File: src/include/gb_consts.svh
`ifndef GB_CONSTS_SVH
`define GB_CONSTS_SVH

// Cartridge ROM and external RAM windows
`define GB_ROM_START       16'h0000
`define GB_ROM_END         16'h7FFF
`define GB_XRAM_START      16'hA000
`define GB_XRAM_END        16'hBFFF

`define GB_VRAM_START      16'h8000
`define GB_VRAM_END        16'h9FFF

// Echo mirrors the first 7.5K of work RAM
`define GB_WRAM_START      16'hC000
`define GB_WRAM_END        16'hDFFF
`define GB_ECHO_START      16'hE000
`define GB_ECHO_END        16'hFDFF

`define GB_OAM_START       16'hFE00
`define GB_OAM_END         16'hFE9F
`define GB_UNUSABLE_START  16'hFEA0
`define GB_UNUSABLE_END    16'hFEFF

`define GB_IF_ADDR         16'hFF0F
`define GB_DMA_ADDR        16'hFF46
`define GB_HRAM_START      16'hFF80
`define GB_HRAM_END        16'hFFFE
`define GB_IE_ADDR         16'hFFFF

// Memory depths in bytes
`define GB_VRAM_SIZE       8192
`define GB_WRAM_SIZE       8192
`define GB_OAM_SIZE        160
`define GB_HRAM_SIZE       127

`define GB_DMA_LENGTH      160
`define GB_IRQ_COUNT       5
`define GB_OPEN_BUS        8'hFF

`endif
File: src/logic/gb_mem_pkg.sv
package gb_mem_pkg;

  typedef logic [15:0] addr_t;

  typedef logic [7:0] byte_t;

  // Decoded destination of a CPU access
  typedef enum logic [3:0] {
    cart,
    vram,
    wram,
    oam,
    hram,
    irq,
    dma_reg,
    unusable,
    unmapped
  } target_e;

endpackage

File: src/logic/gb_interrupt_regs.sv
`include "gb_consts.svh"

module gb_interrupt_regs (
  input  logic                       clk,
  input  logic                       reset,
  input  logic                       addr,
  input  gb_mem_pkg::byte_t          wdata,
  input  logic                       read_en,
  input  logic                       write_en,
  input  logic [`GB_IRQ_COUNT-1:0]   irq_request,
  output gb_mem_pkg::byte_t          rdata,
  output logic [`GB_IRQ_COUNT-1:0]   irq_flags,
  output gb_mem_pkg::byte_t          irq_enable
);

  // addr low selects IF, addr high selects IE
  logic [`GB_IRQ_COUNT-1:0] if_q;
  gb_mem_pkg::byte_t ie_q;

  always_ff @(posedge clk) begin
    if (reset) begin
      if_q <= '0;
      ie_q <= 8'h00;
    end else begin
      // CPU write wins over a request in the same cycle
      if (write_en && !addr) begin
        if_q <= wdata[`GB_IRQ_COUNT-1:0];
      end else begin
        if_q <= if_q | irq_request;
      end
      if (write_en && addr) begin
        ie_q <= wdata;
      end
    end
  end

  always_comb begin
    if (!read_en) begin
      rdata = `GB_OPEN_BUS;
    end else if (addr) begin
      rdata = ie_q;
    end else begin
      rdata = {{(8 - `GB_IRQ_COUNT){1'b1}}, if_q};
    end
  end

  assign irq_flags  = if_q;
  assign irq_enable = ie_q;

endmodule

File: config.mk
export PLATFORM = sky130hd
export DESIGN_NAME = gb_interrupt_regs
export DESIGN_NICKNAME = d
export VERILOG_FILES = /design/src/logic/gb_mem_pkg.sv /design/src/logic/gb_interrupt_regs.sv
export VERILOG_INCLUDE_DIRS = /design/src /design/src/include
export SDC_FILE = /design/constraint.sdc
export NUM_CORES = 1
export LEC_CHECK = 0
export BUFFER_PORTS_ARGS = -buffer_cell sky130_fd_sc_hd__buf_2
export CORE_UTILIZATION = 43
export CTS_CLUSTER_SIZE = 12
export DETAILED_ROUTE_END_ITERATION = 6
export MAX_ROUTING_LAYER = met4
export PLACE_DENSITY = 0.77
export SYNTH_ARGS = -nofsm -noshare
export SYNTH_HDL_FRONTEND = slang
export SYNTH_SLANG_ARGS = --single-unit
export TNS_END_PERCENT = 1
File: constraint.sdc
create_clock -name clk -period 0.9 [get_ports clk]
set_input_delay 0.18 -clock clk [delete_from_list [all_inputs] [get_ports clk]]
set_output_delay 0.18 -clock clk [all_outputs]
set_load 0.01 [all_outputs]
==> results by group <==
Synth
  • Cells after synthesis: 73
  • Main combinational cell family by area after synthesis: compound AO/OA/AOI/OAI gates
  • Yosys warning count: 0
  • Yosys top cell area share: 34.9%
  • Number of unique standard cell types used by synthesis: 17
  • Yosys reg bits: 13
  • Mapped Area: 746 sq um
  • Syn_nets: 91
  • Synth Area in Simple Gates: 24.0%
  • Synth area leaders: dfxtp_1 35%, a21bo_1 11%, a211oi_2 8.4%
  • Yosys top cell by area: dfxtp_1
  • Mux share of post-synthesis cell area: 6.71%
  • Mean Syn Cell Area: 10.2 sq um
  • Register area share after synthesis: 34.9%
  • Post-Synth Adder-Cell Area: 0%
  • Post-synthesis xor/xnor area fraction: 0%
  • Synth Area in Compound Gates: 25.5%

Critical path
  • Startpoint Class: flip-flop
  • Arrival time at the worst endpoint: 0.97 ns
  • CP Class: flip-flop to output pin
  • CP max FO: 3
  • Crit. End Element: output pin
  • WP data required: 0.72 ns

Global route
  • Grt ovf: 0
  • First-pass GRT wire length: 2830 microns
  • Vias in the first global route: 655
  • Total GRT Usage: 21.2%
  • Initial antenna violation count: 0
  • Largest net degree at the start of global routing: 23

CTS
  • Cts-stage hold buffer count: 0
  • Total CTS buffers: 3
  • H-tree depth: 1
  • Clock Pin Slew Worst Setup and Hold Paths: 0.08 ns
  • Clock Root Buffer: clkbuf_4
  • CTS tree: done
  • Worst-Skew Late Latency: 0.27 ns
  • Clock sink count: 13
  • CTS max path bufs: 2

Routing
  • ANT nets after route: 0
  • Average vias per placed instance: 5.21
  • DRT iter0 DRCs: 10
  • Total number of vias: 709
  • Routed WL: 1830 microns
  • DR pass1 iterations: 6
  • DR WL/cell: 13.5 microns
  • Drt drc: 2

Die
  • Cell Rows: 14
  • Starting Density: 47.8%
  • Area of the core: 1560 sq um
  • Die Ht: 43.6 microns
  • Die area: 1900 sq um
  • Die W: 43.6 microns
  • I/O pins: 39

Timing
  • Min Hold Slack: 0.148 ns
  • Period minus WS final: 1.15 ns
  • Final worst setup slack: -0.251 ns
  • RSZ-0062 raised after global routing: true
  • Fin. Hold Viols: 0
  • Final Cycle Share: 128%
  • Setup total negative slack: -2.32 ns
  • Fmax: 869 MHz
  • Setup violators final: 16
  • Final Skew: 0 ns
  • Final max-slew violation count: 0
  • Slew headroom: 79.1%
  • Slew @ Worst Pin: 0.313 ns

Placement
  • Placed insts: 126
  • Setup WS pre-CTS: -0.142 ns
  • PortBufs: 38
  • Placer Congestion: 0.750
  • Detailed placer's ending HPWL: 1300 microns

Power and ir drop
  • Cell Pwr Density: 1240 nW/um^2
  • VDD IR max: 0.000853 V
  • P_leak: 0.511 nW

Layout
  • Most frequent cells in the layout: 26 x buf_2, 17 x buf_6, 13 x dfxtp_2
  • Nets: 139
  • Fraction of layout cells with a size suffix above 1: 65.8%
  • Layout area overhead: 50.3%
  • Inserted Diodes: 0
  • Leading cell type in the layout, fill and taps excluded: buf_2
  • Post-route insts no fill: 136

Status
  • Status: finished with violations
  • Failing checks: design-rule violations, negative setup slack

Worst hold path
  • Worst Hold Class: input pin to flip-flop

Job
  • Maxcap violations: 0
[metal layers]
metal,vias up,wire [microns],GRT usage [%]
met5,-,0,-
met4,0,44,13.8
met3,4,41,2.50
met2,15,992,36.7
met1,340,753,22.3
li1,350,-,-
[synthesized netlist by cell type]
master,instances
nand2b_4,1
a21oi_1,6
nor2_1,5
buf_6,3
buf_2,1
buf_4,1
or2_1,3
mux2i_1,5
a21oi_2,2
nand2_2,1
nand2_1,5
dfxtp_1,13
nor3b_2,5
buf_12,1
a211oi_2,5
nand3_1,8
a21bo_1,8
[registers in the layout (all words and copies together) (netlist names)]
| register | count |
|---|---|
| irq_enable | 8 |
| irq_flags | 5 |
[cell type report]
class                      instances  area (sq um)
fill                             107           438
tap                               16          20.0
sequential                        13           277
multi-input combinational         54           419
clock buffer                       4          26.3
timing repair buffer              49           379
[timing repair]
item	in CTS	in global routing
setup buffers	5	1
endpoints found under the setup margin	21	21
cloned	0	0
pin swaps	8	2
gates resized for setup	24	6
[worst paths after layout]
| check | end | start | cells after the start | slack [ns] |
|---|---|---|---|---|
| worst max-delay path | rdata[3] | irq_flags[3] | 3 | -0.25 |
| worst min register to register | irq_flags[1] | irq_flags[1] | 2 | 0.55 |
| worst max register to register | irq_enable[3] | irq_enable[3] | 4 | 0.01 |
| worst min-delay path | irq_enable[7] | wdata[7] | 3 | 0.15 |
[kinds of logic (layout without fill, tap and decap cells)]
family                 count (synthesis)  in the layout
buffers and inverters                  6             53
flip-flops                            13             13
AND/OR/NAND/NOR                       28             28
AO/OA/AOI/OAI                         21             21
multiplexers                           5              5
[critical path: stages (launching register included)]
cell     delay (ns)
dfxtp_2        0.33
mux2i_1        0.15
nand2_1        0.08
buf_2          0.14
[report_power, final]
| group | internal [mW] | leakage (nW) | switching [mW] |
|---|---|---|---|
| clock | 0.171 | 0.0150 | 0.188 |
| combinational | 0.210 | 0.384 | 0.176 |
| sequential | 0.617 | 0.112 | 0.0292 |
[stage by stage]
stage          total power [mW]  cell area, sq um  util [%]
2_1_floorplan             0.844               749         -
3_3_place_gp              0.960               940      60.3
3_5_place_dp              0.969               940      60.3
5_1_grt                    1.46              1120      71.9
4_1_cts                    1.38              1080      69.2
6_report                   1.39              1120      71.9
Power figures use the tool's default switching activity.
