`config.mk`:
```
export PLATFORM = sky130hd
export DESIGN_NAME = gb_mmu
export DESIGN_NICKNAME = d
export VERILOG_FILES = /design/src/logic/gb_mem_pkg.sv /design/src/logic/gb_mmu.sv
export VERILOG_INCLUDE_DIRS = /design/src /design/src/include
export SDC_FILE = /design/constraint.sdc
export NUM_CORES = 1
export LEC_CHECK = 0
export ABC_AREA = 1
export BUFFER_PORTS_ARGS = -buffer_cell sky130_fd_sc_hd__buf_2
export CORE_ASPECT_RATIO = 0.8
export CORE_MARGIN = 1.5
export CORE_UTILIZATION = 44
export DETAILED_ROUTE_END_ITERATION = 6
export PLACE_DENSITY = 0.89
export SLEW_MARGIN = 20
export SYNTH_ARGS = -nofsm -noshare
export SYNTH_HDL_FRONTEND = slang
export SYNTH_SLANG_ARGS = --single-unit
```
`constraint.sdc`:
```
create_clock -name clk -period 3.51 [get_ports clk]
set_input_delay 0.702 -clock clk [delete_from_list [all_inputs] [get_ports clk]]
set_output_delay 0.702 -clock clk [all_outputs]
set_load 0.02 [all_outputs]
```
`src/include/gb_consts.svh`:
```
`ifndef GB_CONSTS_SVH
`define GB_CONSTS_SVH

// Cartridge ROM and external RAM windows
`define GB_ROM_START       16'h0000
`define GB_ROM_END         16'h7FFF
`define GB_XRAM_START      16'hA000
`define GB_XRAM_END        16'hBFFF

`define GB_VRAM_START      16'h8000
`define GB_VRAM_END        16'h9FFF

// Echo mirrors the first 7.5K of work RAM
`define GB_WRAM_START      16'hC000
`define GB_WRAM_END        16'hDFFF
`define GB_ECHO_START      16'hE000
`define GB_ECHO_END        16'hFDFF

`define GB_OAM_START       16'hFE00
`define GB_OAM_END         16'hFE9F
`define GB_UNUSABLE_START  16'hFEA0
`define GB_UNUSABLE_END    16'hFEFF

`define GB_IF_ADDR         16'hFF0F
`define GB_DMA_ADDR        16'hFF46
`define GB_HRAM_START      16'hFF80
`define GB_HRAM_END        16'hFFFE
`define GB_IE_ADDR         16'hFFFF

// Memory depths in bytes
`define GB_VRAM_SIZE       8192
`define GB_WRAM_SIZE       8192
`define GB_OAM_SIZE        160
`define GB_HRAM_SIZE       127

`define GB_DMA_LENGTH      160
`define GB_IRQ_COUNT       5
`define GB_OPEN_BUS        8'hFF

`endif
```
`src/logic/gb_mem_pkg.sv`:
```
package gb_mem_pkg;

  typedef logic [15:0] addr_t;

  typedef logic [7:0] byte_t;

  // Decoded destination of a CPU access
  typedef enum logic [3:0] {
    cart,
    vram,
    wram,
    oam,
    hram,
    irq,
    dma_reg,
    unusable,
    unmapped
  } target_e;

endpackage

```
`src/logic/gb_mmu.sv`:
```
`include "gb_consts.svh"

module gb_mmu (
  input  logic                                clk,
  input  logic                                reset,

  input  gb_mem_pkg::addr_t                   cpu_addr,
  input  gb_mem_pkg::byte_t                   cpu_wdata,
  input  logic                                cpu_read_en,
  input  logic                                cpu_write_en,
  output gb_mem_pkg::byte_t                   cpu_rdata,

  output gb_mem_pkg::addr_t                   cart_addr,
  output gb_mem_pkg::byte_t                   cart_wdata,
  output logic                                cart_read_en,
  output logic                                cart_write_en,
  input  gb_mem_pkg::byte_t                   cart_rdata,

  output logic [$clog2(`GB_VRAM_SIZE)-1:0]    vram_addr,
  output gb_mem_pkg::byte_t                   vram_wdata,
  output logic                                vram_read_en,
  output logic                                vram_write_en,
  input  gb_mem_pkg::byte_t                   vram_rdata,

  output logic [$clog2(`GB_WRAM_SIZE)-1:0]    wram_addr,
  output gb_mem_pkg::byte_t                   wram_wdata,
  output logic                                wram_read_en,
  output logic                                wram_write_en,
  input  gb_mem_pkg::byte_t                   wram_rdata,

  output logic [$clog2(`GB_OAM_SIZE)-1:0]     oam_addr,
  output gb_mem_pkg::byte_t                   oam_wdata,
  output logic                                oam_read_en,
  output logic                                oam_write_en,
  input  gb_mem_pkg::byte_t                   oam_rdata,

  output logic [$clog2(`GB_HRAM_SIZE)-1:0]    hram_addr,
  output gb_mem_pkg::byte_t                   hram_wdata,
  output logic                                hram_read_en,
  output logic                                hram_write_en,
  input  gb_mem_pkg::byte_t                   hram_rdata,

  output logic                                irq_addr,
  output gb_mem_pkg::byte_t                   irq_wdata,
  output logic                                irq_read_en,
  output logic                                irq_write_en,
  input  gb_mem_pkg::byte_t                   irq_rdata,

  output logic                                dma_busy
);

  gb_mem_pkg::target_e cpu_target;
  gb_mem_pkg::byte_t dma_page;
  gb_mem_pkg::byte_t dma_count;
  logic dma_active;
  gb_mem_pkg::addr_t dma_src;
  gb_mem_pkg::byte_t dma_byte;
  logic dma_from_cart;
  logic dma_from_wram;
  gb_mem_pkg::addr_t wram_fold;
  gb_mem_pkg::addr_t vram_off;
  gb_mem_pkg::addr_t wram_off;
  gb_mem_pkg::addr_t oam_off;
  gb_mem_pkg::addr_t hram_off;
  gb_mem_pkg::addr_t dma_wram_off;

  always_comb begin
    if (cpu_addr inside {[`GB_ROM_START:`GB_ROM_END], [`GB_XRAM_START:`GB_XRAM_END]}) begin
      cpu_target = gb_mem_pkg::cart;
    end else if (cpu_addr inside {[`GB_VRAM_START:`GB_VRAM_END]}) begin
      cpu_target = gb_mem_pkg::vram;
    end else if (cpu_addr inside {[`GB_WRAM_START:`GB_ECHO_END]}) begin
      cpu_target = gb_mem_pkg::wram;
    end else if (cpu_addr inside {[`GB_OAM_START:`GB_OAM_END]}) begin
      cpu_target = gb_mem_pkg::oam;
    end else if (cpu_addr inside {[`GB_UNUSABLE_START:`GB_UNUSABLE_END]}) begin
      cpu_target = gb_mem_pkg::unusable;
    end else if (cpu_addr == `GB_IF_ADDR || cpu_addr == `GB_IE_ADDR) begin
      cpu_target = gb_mem_pkg::irq;
    end else if (cpu_addr == `GB_DMA_ADDR) begin
      cpu_target = gb_mem_pkg::dma_reg;
    end else if (cpu_addr inside {[`GB_HRAM_START:`GB_HRAM_END]}) begin
      cpu_target = gb_mem_pkg::hram;
    end else begin
      cpu_target = gb_mem_pkg::unmapped;
    end
  end

  // Echo region lands on work RAM
  assign wram_fold = (cpu_addr >= `GB_ECHO_START) ?
                     cpu_addr - (`GB_ECHO_START - `GB_WRAM_START) : cpu_addr;
  assign vram_off  = cpu_addr - `GB_VRAM_START;
  assign wram_off  = wram_fold - `GB_WRAM_START;
  assign oam_off   = cpu_addr - `GB_OAM_START;
  assign hram_off  = cpu_addr - `GB_HRAM_START;

  // DMA source side
  assign dma_src       = {dma_page, dma_count};
  assign dma_wram_off  = dma_src - `GB_WRAM_START;
  assign dma_from_cart = dma_active &&
      (dma_src inside {[`GB_ROM_START:`GB_ROM_END], [`GB_XRAM_START:`GB_XRAM_END]});
  assign dma_from_wram = dma_active && (dma_src inside {[`GB_WRAM_START:`GB_WRAM_END]});

  always_comb begin
    if (dma_from_cart) begin
      dma_byte = cart_rdata;
    end else if (dma_from_wram) begin
      dma_byte = wram_rdata;
    end else begin
      dma_byte = `GB_OPEN_BUS;
    end
  end

  always_ff @(posedge clk) begin
    if (reset) begin
      dma_page   <= 8'h00;
      dma_active <= 1'b0;
      dma_count  <= 8'h00;
    end else if (dma_active) begin
      if (dma_count == 8'(`GB_DMA_LENGTH - 1)) begin
        dma_active <= 1'b0;
      end
      dma_count <= dma_count + 8'd1;
    end else if (cpu_write_en && cpu_target == gb_mem_pkg::dma_reg) begin
      dma_page   <= cpu_wdata;
      dma_active <= 1'b1;
      dma_count  <= 8'h00;
    end
  end

  assign dma_busy = dma_active;

  assign cart_addr     = dma_active ? dma_src : cpu_addr;
  assign cart_wdata    = cpu_wdata;
  assign cart_read_en  = dma_active ? dma_from_cart :
                         cpu_read_en && cpu_target == gb_mem_pkg::cart;
  assign cart_write_en = !dma_active && cpu_write_en && cpu_target == gb_mem_pkg::cart;

  assign vram_addr     = vram_off[$bits(vram_addr)-1:0];
  assign vram_wdata    = cpu_wdata;
  assign vram_read_en  = !dma_active && cpu_read_en && cpu_target == gb_mem_pkg::vram;
  assign vram_write_en = !dma_active && cpu_write_en && cpu_target == gb_mem_pkg::vram;

  assign wram_addr     = dma_active ? dma_wram_off[$bits(wram_addr)-1:0] :
                         wram_off[$bits(wram_addr)-1:0];
  assign wram_wdata    = cpu_wdata;
  assign wram_read_en  = dma_active ? dma_from_wram :
                         cpu_read_en && cpu_target == gb_mem_pkg::wram;
  assign wram_write_en = !dma_active && cpu_write_en && cpu_target == gb_mem_pkg::wram;

  // OAM write port belongs to the DMA while a transfer runs
  assign oam_addr      = dma_active ? dma_count[$bits(oam_addr)-1:0] :
                         oam_off[$bits(oam_addr)-1:0];
  assign oam_wdata     = dma_active ? dma_byte : cpu_wdata;
  assign oam_read_en   = !dma_active && cpu_read_en && cpu_target == gb_mem_pkg::oam;
  assign oam_write_en  = dma_active || (cpu_write_en && cpu_target == gb_mem_pkg::oam);

  assign hram_addr     = hram_off[$bits(hram_addr)-1:0];
  assign hram_wdata    = cpu_wdata;
  assign hram_read_en  = cpu_read_en && cpu_target == gb_mem_pkg::hram;
  assign hram_write_en = cpu_write_en && cpu_target == gb_mem_pkg::hram;

  assign irq_addr      = cpu_addr == `GB_IE_ADDR;
  assign irq_wdata     = cpu_wdata;
  assign irq_read_en   = !dma_active && cpu_read_en && cpu_target == gb_mem_pkg::irq;
  assign irq_write_en  = !dma_active && cpu_write_en && cpu_target == gb_mem_pkg::irq;

  always_comb begin
    cpu_rdata = `GB_OPEN_BUS;
    if (cpu_read_en) begin
      if (cpu_target == gb_mem_pkg::hram) begin
        cpu_rdata = hram_rdata;
      end else if (!dma_active) begin
        case (cpu_target)
          gb_mem_pkg::cart:    cpu_rdata = cart_rdata;
          gb_mem_pkg::vram:    cpu_rdata = vram_rdata;
          gb_mem_pkg::wram:    cpu_rdata = wram_rdata;
          gb_mem_pkg::oam:     cpu_rdata = oam_rdata;
          gb_mem_pkg::irq:     cpu_rdata = irq_rdata;
          gb_mem_pkg::dma_reg: cpu_rdata = dma_page;
          default:             cpu_rdata = `GB_OPEN_BUS;
        endcase
      end
    end
  end

endmodule

```
==> results.py, run 1 <==
metrics = {
    "clock_tree": {
        "hold_buffers": 0,
        "cts_root_buffer": "clkbuf_8",
        "worstSkewPairLatency_ns": 0.25,
        "clock_path_buffers": 2,
        "cts_setup_buffers": 0,
        "cts_made_buffers": 3,
        "htreeDepth": 1,
        "path_clk_slew_ns": 0.06,
        "cts_tree": "done",
        "clock_sinks": 17,
        "ctsResizeCount": 0,
    },
    "pwr": {
        "pwr-share-clk": 0.225,
        "power_leakage_nw": 1.827,
        "p_comb_frac": 0.483,
        "internal-power_mw": 0.3770,
        "power_density_mw_per_mm2": 211.3,
        "p_seq_frac": 0.293,
        "p_sw_frac": 0.4279,
        "irDropWorstVdd_mv": 0.1150,
        "switchingPower_mw": 0.2820,
    },
    "floorplanning": {
        "rows": 24,
        "initial_core_util": 0.4700,
        "dieWidth_um": 89.36,
        "dieHeight_um": 72.09,
        "io-pin-count": 203,
        "die_area_mm2": 0.006441,
        "core-area_mm2": 0.005585,
    },
    "timing": {
        "clock.fmax_ghz": 0.3409,
        "rsz0062_at_grt": "false",
        "setup_viol": 0,
        "slew_headroom": 0.6398,
        "fin_crit_sh": 0.8357,
        "setup_tns_ns": 0,
        "holdWs_ns": 0.5035,
        "hold_viol_final": 0,
        "post-route-min-period_ns": 2.933,
        "worst_slew_pin_slew_ns": 0.5367,
        "finalClockSkew_ns": 0.006340,
        "maxSlewViolCount": 0,
    },
    "cells_and_area": {
        "fin_area_mm2": 0.003118,
        "drive_above_1_share": 0.4014,
        "mostFrequentLayoutCells": "buf_2, nand2_1, inv_1",
        "antenna_cells": 0,
        "layout_commonest_cell": "buf_2",
        "fillers": 553,
        "nets": 647,
        "area_growth_pct": 18.78,
        "fin_util": 0.5582,
    },
    "routing": {
        "num_vias": 3260,
        "wire_per_inst_um": 13.69,
        "drt-total-wl_um": 8841,
        "drt_iter0_markers": 322,
        "drc": 0,
        "avgViaCountPerCell": 5.046,
        "final_antenna_net_count": 0,
        "first_pass_iters": 5,
    },
    "min_path": {
        "min_path_type": "reg2reg",
        "min_delay_path_depth": 2,
        "min_from": "dma_count[2]$_SDFFE_PP0P_",
    },
    "logic_synthesis": {
        "ys.flop_type": "dfxtp_1",
        "ys_ff_latch": 17,
        "syn_avg_cell_area_um2": 5.808,
        "synth-async-reset-ratio": 0,
        "synth_edf_count": 0,
        "synth_area_mm2": 0.002625,
        "syn-num-nets": 530,
        "yosysSeqAreaShare": 0.1296,
        "synth_cell_types": 30,
        "synthCells": 452,
        "ys.warnings.count": 0,
    },
    "setup_path": {
        "crit_buf_inv": 3,
        "required_ns": 2.81,
        "worstSetupStartpointType": "primary input",
        "endpoint_kind": "output pin",
        "arrival_ns": 2.23,
        "worst_path_max_delay_cell": "nand2_1",
        "path_delay_family": "simple AND/OR/NAND/NOR gates",
        "crit_chain": "buf_2 > nand2_2 > nor2_1 > nand2_1 > nor2_1 > nand2_1 > nor2_1 > nor2_4 > nand3_1 > nand2_1 > inv_1 > buf_2",
        "r2r_cells": 6,
        "startpoint": "cpu_addr[15]",
        "cpPeakStageDelay_ns": 0.25,
        "crit_cells": 12,
        "r2r_start": "dma_busy$_SDFF_PP0_",
        "path_class": "in2out",
        "cp_max_fo": 11,
    },
    "run": {
        "cap_violations": 0,
    },
    "grt": {
        "grt_max_degree": 45,
        "grt_pass1_vias": 2801,
        "track_usage": 0.2572,
        "antenna_found_initial": 0,
        "grt_pass1_wl_um": 13030,
        "overflow": 0,
    },
    "placement": {
        "placedInstanceArea_mm2": 0.003072,
        "portBuffers": 202,
        "hpwl_um": 7397,
        "place.gp.congestion": 0.9302,
    },
    "run_status": {
        "status": "finished, final reports clean",
    },
}
## power groups by stage
stage	clock, mW	combinational [mW]	sequential [mW]
3_3_place_gp	0	0.312	0.197
6_report	0.148	0.318	0.193
4_1_cts	0.147	0.317	0.193
2_1_floorplan	0	0.238	0.197
3_5_place_dp	0	0.316	0.197
5_1_grt	0.156	0.343	0.193
## logic make-up (layout without fill, tap and decap cells)
| group | Yosys count | after routing | synth area share |
|---|---|---|---|
| AO/OA/AOI/OAI | 60 | 60 | 0.1296 |
| adder cells (fa/ha/maj) | 2 | 2 | 0.009531 |
| buffers and inverters | 157 | 273 | 0.3522 |
| flip-flops | 17 | 17 | 0.1296 |
| AND/OR/NAND/NOR | 216 | 216 | 0.3789 |
## metrics by stage
step | std cells | total power [mW] | setup slack [ns]
6_report | 646 | 0.6590 | 0.5766
5_1_grt | 646 | 0.6914 | 0.4497
4_1_cts | 646 | 0.6566 | 0.6067
3_5_place_dp | 642 | 0.5132 | 0.6091
3_3_place_gp | 642 | 0.5094 | 0.6651
2_1_floorplan | 452 | 0.4348 | 0.9703
## synthesized netlist by cell type, types with 4 or more instances
cell      count  share of area
nand3_1      58           0.11
nor2_1       50          0.071
o221ai_1      8          0.027
buf_4        82           0.23
dfxtp_1      17           0.13
o21ai_0      30          0.057
inv_1        60          0.086
a21oi_1      16          0.031
nand2_1      93           0.13
inv_2         4         0.0057
clkbuf_1      5         0.0072
## path summary, 6_finish.rpt
check | slack, ns | end
setup / recovery | 0.58 | cpu_rdata[5]
hold / removal | 0.50 | dma_count[2]$_SDFFE_PP0P_
setup reg to reg | 1.91 | dma_page[5]$_SDFFE_PP0P_
hold reg to reg | 0.50 | dma_count[2]$_SDFFE_PP0P_
## registers in the layout, indices dropped and copies added (netlist names)
name       cells
dma_page       8
dma_busy       1
dma_count      8
## tightest hold or removal path: stages, from the launching register on
cell and delay (ns):
dfxtp_1 0.33, nand2_1 0.07, a21oi_1 0.05
## per-layer routing
metal	share of wire	vias to the layer above	wire (um)	global-route usage
met2	0.45	215	3998	0.4252
met3	0.10	32	928	0.04323
li1	-	1575	-	-
met4	0.029	0	260	0.1043
met1	0.41	1438	3653	0.3317
met5	0	-	0	0
## cell type report
class | count | area [um2] | area share
multi-input cells | 278 | 1360 | 0.4362
clock inverters | 1 | 5.005 | 0.001605
well taps | 78 | 97.59 | 0.03130
clock buffers | 3 | 41.29 | 0.01324
flip-flops and latches | 17 | 340.3 | 0.1091
repair buffers | 203 | 1018 | 0.3266
inverters | 66 | 255.2 | 0.08186
Note: power is estimated with default switching activity, not from simulation.
==> inputs of run 2 (changes only) <==
--- a/config.mk
+++ b/config.mk
@@ -10,9 +10,9 @@
 export BUFFER_PORTS_ARGS = -buffer_cell sky130_fd_sc_hd__buf_2
 export CORE_ASPECT_RATIO = 0.8
 export CORE_MARGIN = 1.5
-export CORE_UTILIZATION = 44
+export CORE_UTILIZATION = 41
 export DETAILED_ROUTE_END_ITERATION = 6
-export PLACE_DENSITY = 0.89
+export PLACE_DENSITY = 0.84
 export SLEW_MARGIN = 20
 export SYNTH_ARGS = -nofsm -noshare
 export SYNTH_HDL_FRONTEND = slang
==> constraint.sdc (replaced) <==
create_clock -name clk -period 3.05 [get_ports clk]
set_input_delay 0.61 -clock clk [delete_from_list [all_inputs] [get_ports clk]]
set_output_delay 0.61 -clock clk [all_outputs]
set_load 0.02 [all_outputs]
==> run 2 against run 1 <==
Compared with the run above: global-route usage fell by 1.3 points; critical endpoint is now oam_wdata[1]; via count fell by 0.64%; critical path type is now reg2out; largest cell class unchanged; worst setup slack got worse by 0.25 ns; final cell count rose by 0.77%.
==> results.py, run 2 (synthesis gave the netlist of run 1 again) <==
metrics = {
    "run_status": {
        "status": "finished, final reports clean",
    },
    "run": {
        "cap_violations": 0,
    },
    "timing": {
        "post-route-min-period_ns": 2.728,
        "setup_viol": 0,
        "holdWs_ns": 0.4866,
        "worst_slew_pin_slew_ns": 0.3744,
        "rsz0062_at_grt": "false",
        "slew_headroom": 0.7478,
        "clock.fmax_ghz": 0.3666,
        "maxSlewViolCount": 0,
        "hold_viol_final": 0,
        "fin_crit_sh": 0.8944,
        "finalClockSkew_ns": 0.001001,
        "setup_tns_ns": 0,
    },
    "clock_tree": {
        "clock_sinks": 17,
        "cts_root_buffer": "clkbuf_8",
        "worstSkewPairLatency_ns": 0.25,
        "hold_buffers": 0,
        "clock_path_buffers": 2,
        "path_clk_slew_ns": 0.07,
        "ctsResizeCount": 0,
        "cts_made_buffers": 3,
        "cts_setup_buffers": 0,
        "htreeDepth": 1,
        "cts_tree": "done",
    },
    "routing": {
        "num_vias": 3239,
        "avgViaCountPerCell": 4.975,
        "drc": 0,
        "drt-total-wl_um": 8951,
        "final_antenna_net_count": 0,
        "wire_per_inst_um": 13.75,
        "drt_iter0_markers": 251,
        "first_pass_iters": 5,
    },
    "cells_and_area": {
        "drive_above_1_share": 0.4018,
        "fillers": 642,
        "layout_commonest_cell": "buf_2",
        "area_growth_pct": 19.45,
        "mostFrequentLayoutCells": "buf_2, nand2_1, inv_1",
        "nets": 649,
        "antenna_cells": 0,
    },
    "setup_path": {
        "startpoint": "dma_busy$_SDFF_PP0_",
        "arrival_ns": 2.12,
        "endpoint": "oam_wdata[1]",
        "cpPeakStageDelay_ns": 0.51,
        "crit_chain": "inv_2 > nor2_1 > nand3_1 > o221ai_1 > o21ai_0 > buf_2",
        "path_class": "reg2out",
        "worst_path_max_delay_cell": "dfxtp_1",
        "worstSetupStartpointType": "register",
        "cp_max_fo": 19,
        "r2r_cells": 7,
        "crit_buf_inv": 2,
        "endpoint_kind": "output pin",
        "r2r-end": "dma_count[7]$_SDFFE_PP0P_",
        "path_delay_family": "flip-flops",
        "required_ns": 2.44,
        "r2r_slack_ns": 1.57,
        "crit_cells": 6,
        "r2r_start": "dma_count[0]$_SDFFE_PP0P_",
    },
    "grt": {
        "antenna_found_initial": 0,
        "track_usage": 0.2438,
        "overflow": 0,
        "grt_max_degree": 26,
        "grt_pass1_vias": 2723,
        "grt_pass1_wl_um": 13300,
    },
    "pwr": {
        "power_density_mw_per_mm2": 242.1,
        "irDropWorstVdd_mv": 0.1702,
        "power_leakage_nw": 1.835,
    },
    "floorplanning": {
        "dieHeight_um": 74.57,
        "dieWidth_um": 92.46,
        "core-area_mm2": 0.006037,
        "die_area_mm2": 0.006895,
        "io-pin-count": 203,
        "initial_core_util": 0.4348,
        "rows": 25,
    },
    "placement": {
        "place.gp.congestion": 0.9566,
        "hpwl_um": 7612,
        "portBuffers": 202,
    },
    "min_path": {
        "min_path_type": "reg2reg",
    },
}
-- run 2: layer usage --
layer / GRT usage / up-vias / part of all wire
li1: - / 1580 / -
met1: 0.3362 / 1434 / 0.43
met2: 0.4101 / 211 / 0.47
met3: 0.03067 / 14 / 0.087
met4: 0.05299 / 0 / 0.012
met5: 0 / - / 0
-- run 2: metrics by stage --
step / util / power (mW) / area [um2] / instances / setup WS, ns
2_1_floorplan: - / 0.5004 / 2625 / 452 / 0.6023
3_3_place_gp: 0.5119 / 0.5919 / 3090 / 647 / 0.4081
3_5_place_dp: 0.5119 / 0.5941 / 3090 / 647 / 0.3729
4_1_cts: 0.5194 / 0.7630 / 3136 / 651 / 0.3574
5_1_grt: 0.5194 / 0.8046 / 3136 / 651 / 0.1367
6_report: 0.5194 / 0.7590 / 3136 / 651 / 0.3220
-- run 2: worst min-delay path by stage --
stage / end / depth (start not counted) / start / slack [ns]
floorplan: dma_count[5]$_SDFFE_PP0P_ / 2 / dma_count[5]$_SDFFE_PP0P_ / 0.45
global placement: dma_count[3]$_SDFFE_PP0P_ / 2 / dma_count[3]$_SDFFE_PP0P_ / 0.47
detailed placement: dma_count[3]$_SDFFE_PP0P_ / 2 / dma_count[3]$_SDFFE_PP0P_ / 0.48
CTS: dma_count[3]$_SDFFE_PP0P_ / 2 / dma_count[3]$_SDFFE_PP0P_ / 0.49
global route: dma_count[5]$_SDFFE_PP0P_ / 2 / dma_count[5]$_SDFFE_PP0P_ / 0.51
finish: dma_count[5]$_SDFFE_PP0P_ / 2 / dma_count[5]$_SDFFE_PP0P_ / 0.49
-- run 2: final cells by class --
type,instances,area [um2],share of cell area
tap,81,101.3,0.03232
timing repair buffer,205,1033,0.3296
inverter,66,255.2,0.08140
sequential,17,340.3,0.1085
clock buffer,4,45.04,0.01437
multi-input combinational,278,1360,0.4338
-- run 2: power by group --
group          switching (mW)  total, mW  internal [mW]
clock network          0.0764      0.169         0.0925
registers          0.00000259      0.222          0.222
logic                   0.246      0.368          0.123
-- run 2: worst reg2reg max path, cell delays in order (launching register included) --
cell,delay [ns]
dfxtp_1,0.40
nand3_1,0.12
nor2_1,0.16
nand2_1,0.10
nor2_1,0.13
nand3_1,0.10
or2_2,0.29
a21oi_1,0.11
